<file path="config.mk">
export PLATFORM = sky130hd
export DESIGN_NAME = core_pipeline
export DESIGN_NICKNAME = d
export VERILOG_FILES = /design/src/hdl/bus_pkg.sv /design/src/hdl/isa_pkg.sv /design/src/hdl/back_end.sv /design/src/hdl/core_pipeline.sv /design/src/hdl/front_end.sv /design/src/hdl/stage_reg.sv
export VERILOG_INCLUDE_DIRS = /design/src /design/src/hdl
export SDC_FILE = /design/constraint.sdc
export NUM_CORES = 1
export LEC_CHECK = 0
export BUFFER_PORTS_ARGS = -buffer_cell sky130_fd_sc_hd__buf_2
export CORE_MARGIN = 5
export CORE_UTILIZATION = 50
export DETAILED_ROUTE_END_ITERATION = 6
export HOLD_SLACK_MARGIN = 0.05
export PLACE_DENSITY_LB_ADDON = 0.25
export REMOVE_ABC_BUFFERS = 1
export SYNTH_ARGS = -nofsm -noshare
export SYNTH_HDL_FRONTEND = slang
export SYNTH_SLANG_ARGS = --single-unit
</file>
<file path="constraint.sdc">
create_clock -name clk_i -period 8.4 [get_ports clk_i]
set_clock_uncertainty 0.1 [all_clocks]
set_input_delay 0 -clock clk_i [delete_from_list [all_inputs] [get_ports clk_i]]
set_output_delay 0 -clock clk_i [all_outputs]
set_load 0.05 [all_outputs]
</file>
<file path="src/hdl/core_macros.svh">
`ifndef CORE_MACROS_SVH
`define CORE_MACROS_SVH

// width of a data word and of every register.
`define CORE_XLEN 32

// number of architectural registers, r0 included.
`define CORE_NREGS 8

// address of the first instruction fetched after reset.
`define CORE_RESET_PC 32'h0000_0000

// instructions are one word long, so the PC steps by four bytes.
`define CORE_INSTR_BYTES 4

// width of the immediate field in the instruction word.
`define CORE_IMM_W 16

`endif

</file>
<file path="src/hdl/bus_pkg.sv">
package bus_pkg;

    // byte address on either Wishbone bus.
    typedef logic [31:0] bus_addr_t;

    typedef logic [31:0] bus_data_t;

    // one select bit per byte lane.
    typedef logic [3:0] bus_sel_t;

    // only whole words are transferred, so every lane is selected.
    localparam bus_sel_t BUS_SEL_WORD = 4'hF;

endpackage

</file>
<file path="src/hdl/isa_pkg.sv">
`include "core_macros.svh"

package isa_pkg;

    // opcodes outside this list decode as NOP.
    typedef enum logic [3:0] {
        NOP  = 4'h0,
        ADD  = 4'h1,
        SUB  = 4'h2,
        ADDI = 4'h3,
        LW   = 4'h4,
        SW   = 4'h5,
        BNE  = 4'h6,
        HALT = 4'h7
    } opcode_e;

    typedef logic [2:0] reg_idx_t;

    typedef logic [`CORE_XLEN-1:0] data_word_t;

    // one instruction word, most significant field first.
    typedef struct packed {
        opcode_e                opcode;
        reg_idx_t               rd;
        reg_idx_t               rs1;
        reg_idx_t               rs2;
        logic [2:0]             rsvd;
        logic [`CORE_IMM_W-1:0] imm16;
    } instr_t;

    // payload carried from the front end into execute.
    typedef struct packed {
        opcode_e    op;
        reg_idx_t   rd;
        data_word_t rs1_val;
        data_word_t rs2_val;
        data_word_t imm;
        data_word_t pc;
    } issue_t;

    // payload carried from execute back to the register file.
    typedef struct packed {
        reg_idx_t   rd;
        logic       we;
        data_word_t result;
    } wb_t;

endpackage

</file>
<file path="src/hdl/back_end.sv">
`timescale 1ns/1ps

module back_end (
    input  logic               clk_i,
    input  logic               rst_n_i,
    input  logic               ex_valid_i,
    input  isa_pkg::issue_t    ex_i,
    output logic               dbus_cyc_o,
    output logic               dbus_stb_o,
    output logic               dbus_we_o,
    output bus_pkg::bus_addr_t dbus_adr_o,
    output bus_pkg::bus_data_t dbus_dat_o,
    output bus_pkg::bus_sel_t  dbus_sel_o,
    input  bus_pkg::bus_data_t dbus_dat_i,
    input  logic               dbus_ack_i,
    output logic               stall_o,
    output logic               redirect_o,
    output bus_pkg::bus_addr_t redirect_pc_o,
    output logic               wb_valid_o,
    output isa_pkg::wb_t       wb_o,
    output logic               halted_o
);
    import isa_pkg::*;
    import bus_pkg::*;

    logic       ex_go;
    logic       is_mem;
    logic       is_store;
    logic       writes_rd;
    logic       mem_ack;
    logic       ack_gap_q;
    logic       halted_q;
    data_word_t alu_res;
    data_word_t eff_addr;

    // once halted the core ignores anything left in execute.
    assign ex_go = ex_valid_i && !halted_q;

    assign is_store  = ex_i.op == SW;
    assign is_mem    = (ex_i.op == LW) || is_store;
    assign writes_rd = ex_i.op inside {ADD, SUB, ADDI, LW};

    always_comb begin
        case (ex_i.op)
            ADD:     alu_res = ex_i.rs1_val + ex_i.rs2_val;
            SUB:     alu_res = ex_i.rs1_val - ex_i.rs2_val;
            ADDI:    alu_res = ex_i.rs1_val + ex_i.imm;
            default: alu_res = '0;
        endcase
    end

    assign eff_addr = ex_i.rs1_val + ex_i.imm;

    // the request is held from the issue register, which stays put while stalled.
    // stb stays low for the cycle after an ack before the next transfer.
    assign dbus_stb_o = ex_go && is_mem && !ack_gap_q;
    assign dbus_cyc_o = dbus_stb_o;
    assign dbus_we_o  = dbus_stb_o && is_store;
    assign dbus_adr_o = eff_addr;
    assign dbus_dat_o = ex_i.rs2_val;
    assign dbus_sel_o = BUS_SEL_WORD;

    assign mem_ack = dbus_stb_o && dbus_ack_i;

    always_ff @(posedge clk_i) begin
        if (!rst_n_i) begin
            ack_gap_q <= 1'b0;
        end else begin
            ack_gap_q <= mem_ack;
        end
    end

    // loads and stores hold the pipeline until their ack arrives.
    assign stall_o = ex_go && is_mem && !mem_ack;

    assign redirect_o    = ex_go && (ex_i.op == BNE) && (ex_i.rs1_val != ex_i.rs2_val);
    assign redirect_pc_o = ex_i.pc + ex_i.imm;

    // every finished instruction passes through writeback. The we bit marks a real write.
    assign wb_valid_o = ex_go && !stall_o;

    always_comb begin
        wb_o.rd     = ex_i.rd;
        wb_o.we     = writes_rd;
        wb_o.result = (ex_i.op == LW) ? dbus_dat_i : alu_res;
    end

    always_ff @(posedge clk_i) begin
        if (!rst_n_i) begin
            halted_q <= 1'b0;
        end else if (ex_go && ex_i.op == HALT) begin
            halted_q <= 1'b1;
        end
    end

    assign halted_o = halted_q;

endmodule

</file>
<file path="src/hdl/core_pipeline.sv">
`timescale 1ns/1ps

module core_pipeline (
    input  logic               clk_i,
    input  logic               rst_n_i,
    output logic               ibus_cyc_o,
    output logic               ibus_stb_o,
    output bus_pkg::bus_addr_t ibus_adr_o,
    input  bus_pkg::bus_data_t ibus_dat_i,
    input  logic               ibus_ack_i,
    output logic               dbus_cyc_o,
    output logic               dbus_stb_o,
    output logic               dbus_we_o,
    output bus_pkg::bus_addr_t dbus_adr_o,
    output bus_pkg::bus_data_t dbus_dat_o,
    output bus_pkg::bus_sel_t  dbus_sel_o,
    input  bus_pkg::bus_data_t dbus_dat_i,
    input  logic               dbus_ack_i,
    output logic               halted_o
);
    import isa_pkg::*;
    import bus_pkg::*;

    logic      issue_valid;
    issue_t    issue_d;
    logic      ex_valid;
    issue_t    ex_q;
    logic      stall;
    logic      redirect;
    bus_addr_t redirect_pc;
    logic      wb_valid_d;
    wb_t       wb_d;
    logic      wb_valid_q;
    wb_t       wb_q;

    front_end u_front (
        .clk_i         ( clk_i       ),
        .rst_n_i       ( rst_n_i     ),
        .ibus_cyc_o    ( ibus_cyc_o  ),
        .ibus_stb_o    ( ibus_stb_o  ),
        .ibus_adr_o    ( ibus_adr_o  ),
        .ibus_dat_i    ( ibus_dat_i  ),
        .ibus_ack_i    ( ibus_ack_i  ),
        .stall_i       ( stall       ),
        .redirect_i    ( redirect    ),
        .redirect_pc_i ( redirect_pc ),
        .wb_valid_i    ( wb_valid_q  ),
        .wb_i          ( wb_q        ),
        .issue_valid_o ( issue_valid ),
        .issue_o       ( issue_d     )
    );

    stage_reg #(.payload_t(issue_t)) u_issue_reg (
        .clk_i   ( clk_i       ),
        .rst_n_i ( rst_n_i     ),
        .stall_i ( stall       ),
        .flush_i ( redirect    ),
        .valid_i ( issue_valid ),
        .data_i  ( issue_d     ),
        .valid_o ( ex_valid    ),
        .data_o  ( ex_q        )
    );

    back_end u_back (
        .clk_i         ( clk_i       ),
        .rst_n_i       ( rst_n_i     ),
        .ex_valid_i    ( ex_valid    ),
        .ex_i          ( ex_q        ),
        .dbus_cyc_o    ( dbus_cyc_o  ),
        .dbus_stb_o    ( dbus_stb_o  ),
        .dbus_we_o     ( dbus_we_o   ),
        .dbus_adr_o    ( dbus_adr_o  ),
        .dbus_dat_o    ( dbus_dat_o  ),
        .dbus_sel_o    ( dbus_sel_o  ),
        .dbus_dat_i    ( dbus_dat_i  ),
        .dbus_ack_i    ( dbus_ack_i  ),
        .stall_o       ( stall       ),
        .redirect_o    ( redirect    ),
        .redirect_pc_o ( redirect_pc ),
        .wb_valid_o    ( wb_valid_d  ),
        .wb_o          ( wb_d        ),
        .halted_o      ( halted_o    )
    );

    // writeback never waits, so this stage loads on every edge.
    stage_reg #(.payload_t(wb_t)) u_wb_reg (
        .clk_i   ( clk_i      ),
        .rst_n_i ( rst_n_i    ),
        .stall_i ( 1'b0       ),
        .flush_i ( 1'b0       ),
        .valid_i ( wb_valid_d ),
        .data_i  ( wb_d       ),
        .valid_o ( wb_valid_q ),
        .data_o  ( wb_q       )
    );

endmodule

</file>
<file path="src/hdl/front_end.sv">
`timescale 1ns/1ps
`include "core_macros.svh"

module front_end (
    input  logic               clk_i,
    input  logic               rst_n_i,
    output logic               ibus_cyc_o,
    output logic               ibus_stb_o,
    output bus_pkg::bus_addr_t ibus_adr_o,
    input  bus_pkg::bus_data_t ibus_dat_i,
    input  logic               ibus_ack_i,
    input  logic               stall_i,
    input  logic               redirect_i,
    input  bus_pkg::bus_addr_t redirect_pc_i,
    input  logic               wb_valid_i,
    input  isa_pkg::wb_t       wb_i,
    output logic               issue_valid_o,
    output isa_pkg::issue_t    issue_o
);
    import isa_pkg::*;
    import bus_pkg::*;

    bus_addr_t              pc_q;
    bus_addr_t              adr_q;
    logic                   stb_q;
    logic                   drop_q;
    logic                   ir_valid_q;
    instr_t                 ir_q;
    bus_addr_t              ir_pc_q;
    logic                   halt_seen_q;
    data_word_t             regs_q [`CORE_NREGS];
    logic [`CORE_NREGS-1:0] busy_q;

    opcode_e                op;
    logic                   uses_rs1;
    logic                   uses_rs2;
    logic                   writes_rd;
    logic                   hazard;
    logic                   issue_fire;
    logic                   fetch_start;
    logic                   fetch_done;

    // unknown opcodes are issued as NOP.
    always_comb begin
        case (ir_q.opcode)
            ADD, SUB, ADDI, LW, SW, BNE, HALT: op = ir_q.opcode;
            default: op = NOP;
        endcase
    end

    assign uses_rs1  = op inside {ADD, SUB, ADDI, LW, SW, BNE};
    assign uses_rs2  = op inside {ADD, SUB, SW, BNE};
    assign writes_rd = (op inside {ADD, SUB, ADDI, LW}) && (ir_q.rd != '0);

    // the rd check keeps two writes to one register from overlapping.
    assign hazard = (uses_rs1 && busy_q[ir_q.rs1]) ||
                    (uses_rs2 && busy_q[ir_q.rs2]) ||
                    (writes_rd && busy_q[ir_q.rd]);

    // nothing issues while a taken branch flushes the issue register.
    assign issue_fire = ir_valid_q && !stall_i && !redirect_i && !hazard;

    assign fetch_done  = stb_q && ibus_ack_i;
    assign fetch_start = !stb_q && !redirect_i && !halt_seen_q &&
                         (!ir_valid_q || (issue_fire && op != HALT));

    always_ff @(posedge clk_i) begin
        if (!rst_n_i) begin
            pc_q        <= `CORE_RESET_PC;
            stb_q       <= 1'b0;
            drop_q      <= 1'b0;
            ir_valid_q  <= 1'b0;
            halt_seen_q <= 1'b0;
        end else begin
            if (fetch_start) begin
                stb_q <= 1'b1;
                pc_q  <= pc_q + `CORE_INSTR_BYTES;
            end else if (fetch_done) begin
                stb_q <= 1'b0;
            end
            if (redirect_i) begin
                pc_q <= redirect_pc_i;
            end
            // a fetch still waiting for ack is finished and thrown away.
            if (fetch_done) begin
                drop_q <= 1'b0;
            end else if (redirect_i && stb_q) begin
                drop_q <= 1'b1;
            end
            if (redirect_i) begin
                ir_valid_q <= 1'b0;
            end else if (fetch_done && !drop_q) begin
                ir_valid_q <= 1'b1;
            end else if (issue_fire) begin
                ir_valid_q <= 1'b0;
            end
            if (issue_fire && op == HALT) begin
                halt_seen_q <= 1'b1;
            end
        end
    end

    always_ff @(posedge clk_i) begin
        if (fetch_start) begin
            adr_q <= pc_q;
        end
        if (fetch_done) begin
            ir_q    <= ibus_dat_i;
            ir_pc_q <= adr_q;
        end
    end

    assign ibus_cyc_o = stb_q;
    assign ibus_stb_o = stb_q;
    assign ibus_adr_o = adr_q;

    always_ff @(posedge clk_i) begin
        if (wb_valid_i && wb_i.we && wb_i.rd != '0) begin
            regs_q[wb_i.rd] <= wb_i.result;
        end
    end

    always_ff @(posedge clk_i) begin
        if (!rst_n_i) begin
            busy_q <= '0;
        end else begin
            if (wb_valid_i && wb_i.we) begin
                busy_q[wb_i.rd] <= 1'b0;
            end
            if (issue_fire && writes_rd) begin
                busy_q[ir_q.rd] <= 1'b1;
            end
        end
    end

    always_comb begin
        issue_o.op      = op;
        issue_o.rd      = ir_q.rd;
        issue_o.rs1_val = (ir_q.rs1 == '0) ? '0 : regs_q[ir_q.rs1];
        issue_o.rs2_val = (ir_q.rs2 == '0) ? '0 : regs_q[ir_q.rs2];
        issue_o.imm     = {{(`CORE_XLEN-`CORE_IMM_W){ir_q.imm16[`CORE_IMM_W-1]}}, ir_q.imm16};
        issue_o.pc      = ir_pc_q;
    end

    assign issue_valid_o = issue_fire;

endmodule

</file>
<file path="src/hdl/stage_reg.sv">
`timescale 1ns/1ps

module stage_reg #(
    parameter type payload_t = logic
) (
    input  logic     clk_i,
    input  logic     rst_n_i,
    input  logic     stall_i,
    input  logic     flush_i,
    input  logic     valid_i,
    input  payload_t data_i,
    output logic     valid_o,
    output payload_t data_o
);

    // flush wins over stall so a redirect always empties the stage.
    always_ff @(posedge clk_i) begin
        if (!rst_n_i || flush_i) begin
            valid_o <= 1'b0;
        end else if (!stall_i) begin
            valid_o <= valid_i;
        end
    end

    always_ff @(posedge clk_i) begin
        if (!stall_i) begin
            data_o <= data_i;
        end
    end

endmodule

</file>
==> impl_metrics.yaml <==
global_routing:
  grt_pass1_vias: 20520
  grt_usage_pct: 26.39
  overflow: 0
  grt_max_degree: 73
  antenna_found_initial: 2
  grt_pass1_wl_mm: 121.8
clock_network:
  cts_buffer_depth: 3
  clkSinkCount: 524
  clkTransAtPathRegs_ps: 60
  cts_tree: "done"
  cts_htree_levels: 2
  cts-resized-gates: 0
  numCtsBuffers: 55
  root_buffer: "clkbuf_16"
  clock_latency_ps: 620
route:
  dr.first_iter.drc_count: 2175
  drc_errors: 0
  wl_per_cell_um: 24.71
  vias_per_cell: 6.254
  num_vias: 20500
  drtPass1Iterations: 6
  drt-total-wl_mm: 81.00
  ant_nets: 0
floorplanning:
  die_w_um: 244.7
  initial_core_util_pct: 50.18
  dieArea_mm2: 0.05987
  fp.coreArea_mm2: 0.05488
  std_cell_rows: 86
  pin_count: 174
  die_y_um: 244.7
setup_path:
  r2r_cells: 12
  r2r_slack_ps: 3850
  cp_common_cell: "a31oi_1"
  cp.depth: 12
  critical_path_required_ps: 8300
  crit_slowest_cell: "a31oi_1"
  start_kind: "flip-flop"
  critPathMaxFanout: 6
  cp-startpoint: "u_issue_reg.data_o[97]$_SDFFCE_PN0N_"
  crit_arrival_ps: 4780
  crit_family: "compound AO/OA/AOI/OAI gates"
  path_class: "flip-flop to output pin"
  r2r_start: "u_issue_reg.data_o[110]$_SDFFCE_PN0N_"
  endpoint_kind: "output pin"
  r2r_end: "u_front.pc_q[12]$_SDFFE_PN0P_"
  path_cells: "ha_1 -> a211oi_1 -> o211ai_1 -> a31oi_1 -> o2111ai_1 -> a31oi_1 -> o22ai_1 -> nand3_1 -> nand2_1 -> a21oi_1 -> xnor2_1 -> buf_2"
  slowest_delay_ps: 750
  crit_buf_inv: 1
sta:
  rsz0062_at_grt: "no"
  hold_violations: 0
  max_freq_mhz: 205.0
  worstMarginPinSlew_ps: 1230
  fin_hold_ws_ps: 80.06
  post-route-period-util_pct: 58.07
  final-setup-viol-count: 0
  period_needed_ps: 4878
  slew_headroom_pct: 17.80
  fin_setup_tns_ps: 0
  setup_ws_ps: 3522
  final-max-slew-violation-count: 0
synthesis:
  synth.yosys.warnings: 0
  ys_seq_area_share_pct: 54.09
  ys_top_cells_by_area: "edfxtp_1, dfxtp_1, mux4_2"
  yosysTopAreaCell: "edfxtp_1"
  netlist.area_leader.share_pct: 47.98
  netlist_instances: 2316
  synth_edf_count: 440
  ys_seq_elements: 524
  ys.flop_type: "edfxtp_1"
  synth.avg_cell_area_um2: 11.89
  synth-async-reset-ratio_pct: 0
  ys_types: 82
  synth_area_mm2: 0.02754
cells_and_area:
  drive_gt1_share_pct: 17.72
  finish.net_count: 2724
  area_delta_synth_final_pct: 15.39
  diodes: 0
min_path:
  min_from: "dbus_dat_i[10]"
  hold_depth: 3
  min_path_type: "primary input to flip-flop"
  min_to: "u_wb_reg.data_o[10]$_DFF_P_"
pwr:
  total_leakage_power_nw: 12.01
  peakVddDrop_mv: 0.1843
  pwr_density_cell_mw_per_mm2: 222.5
status:
  status: "complete, no violations"
placed_design:
  place_ws_ps: 3899
  io_buffers: 166
  dp_hpwl_mm: 51.86
  place_congestion: 0.9427
flow_run:
  cap_violations: 0
[registers in the layout, indices dropped and copies added (netlist names), 8 cells and up]
signal / count
u_issue_reg.data_o: 119
u_front.regs_q: 228
u_front.pc_q: 32
u_wb_reg.data_o: 36
u_front.issue_o: 19
u_front.ir_pc_q: 32
u_front.ir_q: 10
u_front.ibus_adr_o: 32
u_front.busy_q: 8
[cell usage after synthesis (17+ instances only)]
library cell	instances
o22ai_1	20
a22oi_1	42
inv_1	95
edfxtp_1	440
dfxtp_1	84
nand2_1	139
o21ai_0	120
nand3_1	29
nand4_1	28
a221oi_1	43
buf_4	42
nand2b_1	18
xnor2_1	44
ha_1	125
nor2b_1	25
o21a_1	17
or3_1	18
nor2_1	206
a21oi_1	155
mux2_2	60
a21o_1	39
nor3_1	37
clkbuf_1	90
a221o_1	18
mux4_2	70
and3_1	18
a211oi_1	27
o21bai_1	20
xor2_1	44
[kinds of logic after synthesis]
group           count (synthesis)  synth area share, %
simple gates                  563                9.578
fa+ha+maj                     129                5.971
mux                           142                8.615
buf+inv                       248                3.967
other cells                     2              0.02727
xor+xnor                       88                2.799
compound gates                620                14.95
flops                         524                54.09
[what timing repair did]
action,4_1_cts,5_1_grt
buffers inserted,0,0
hold endpoints to repair,94,0
hold buffers,100,0
[area by class of cell]
class                      instances  area [um^2]
clock inverter                    27        361.6
tap                              704        880.8
fill                            4440        23100
sequential                       524        14890
multi-input combinational       1551        11670
clock buffer                      77         1530
timing repair buffer             297         2064
inverter                          98        367.9
[per-layer routing]
metal	global-route usage (%)	wire (um)	up-vias
li1	-	-	9267
met1	37.69	33750	10020
met2	41.25	36710	1063
met3	5.466	8271	143
met4	7.871	2256	2
met5	0	13	-
[power breakdown]
| part | switching (mW) | internal (mW) | total [mW] |
|---|---|---|---|
| combinational | 0.964 | 0.449 | 1.41 |
| sequential | 0.125 | 3.00 | 3.12 |
| clock | 1.04 | 1.49 | 2.53 |
| total | 2.13 | 4.94 | 7.07 |
[stage by stage]
step / area [um^2] / power [mW] / std cells / util [%]
global placement: 28880 / 4.504 / 3074 / 52.63
detailed placement: 28880 / 4.524 / 3074 / 52.63
floorplan: 26840 / 4.114 / 2173 / -
finish: 31770 / 7.069 / 3278 / 57.90
CTS: 31770 / 7.083 / 3278 / 57.90
global route: 31770 / 7.346 / 3278 / 57.90
[layout by cell type (no fill, tap or decap), types with 11 or more instances in the layout]
| cell type | count |
|---|---|
| a211oi_1 | 27 |
| a21o_1 | 39 |
| a21oi_1 | 155 |
| a221o_1 | 18 |
| a221oi_1 | 43 |
| a22oi_1 | 42 |
| a31oi_1 | 15 |
| and3_1 | 18 |
| buf_2 | 166 |
| buf_4 | 31 |
| clkbuf_1 | 16 |
| clkbuf_16 | 56 |
| dfxtp_1 | 84 |
| dlygate4sd3_1 | 100 |
| edfxtp_1 | 440 |
| ha_1 | 125 |
| inv_1 | 94 |
| mux2_2 | 60 |
| mux2i_1 | 12 |
| mux4_2 | 70 |
| nand2_1 | 139 |
| nand2b_1 | 18 |
| nand3_1 | 29 |
| nand4_1 | 28 |
| nor2_1 | 200 |
| nor2b_1 | 23 |
| nor3_1 | 34 |
| nor4_1 | 11 |
| o211ai_1 | 12 |
| o21a_1 | 17 |
| o21ai_0 | 120 |
| o21bai_1 | 20 |
| o22ai_1 | 20 |
| or3_1 | 18 |
| xnor2_1 | 44 |
| xor2_1 | 44 |
[how the worst max path moves through the flow]
stage,to,slack (ps)
2_1_floorplan,u_front.pc_q[12]$_SDFFE_PN0P_,460
3_3_place_gp,u_front.pc_q[12]$_SDFFE_PN0P_,3980
3_5_place_dp,u_front.pc_q[12]$_SDFFE_PN0P_,3900
4_1_cts,dbus_adr_o[31],3540
5_1_grt,dbus_adr_o[31],3290
6_report,dbus_adr_o[31],3520
[worst register-to-register path, cell delays in order, from the launching register on]
cell and delay (ps):
edfxtp_1 450, ha_1 610, and3_1 300, nand4_1 190, nand3b_1 320, o21ai_2 180, buf_4 400, and3_2 360
a21oi_2 100, inv_2 760, nand4_1 240, xor2_1 200, a211oi_1 250
Power figures use the tool's default switching activity.
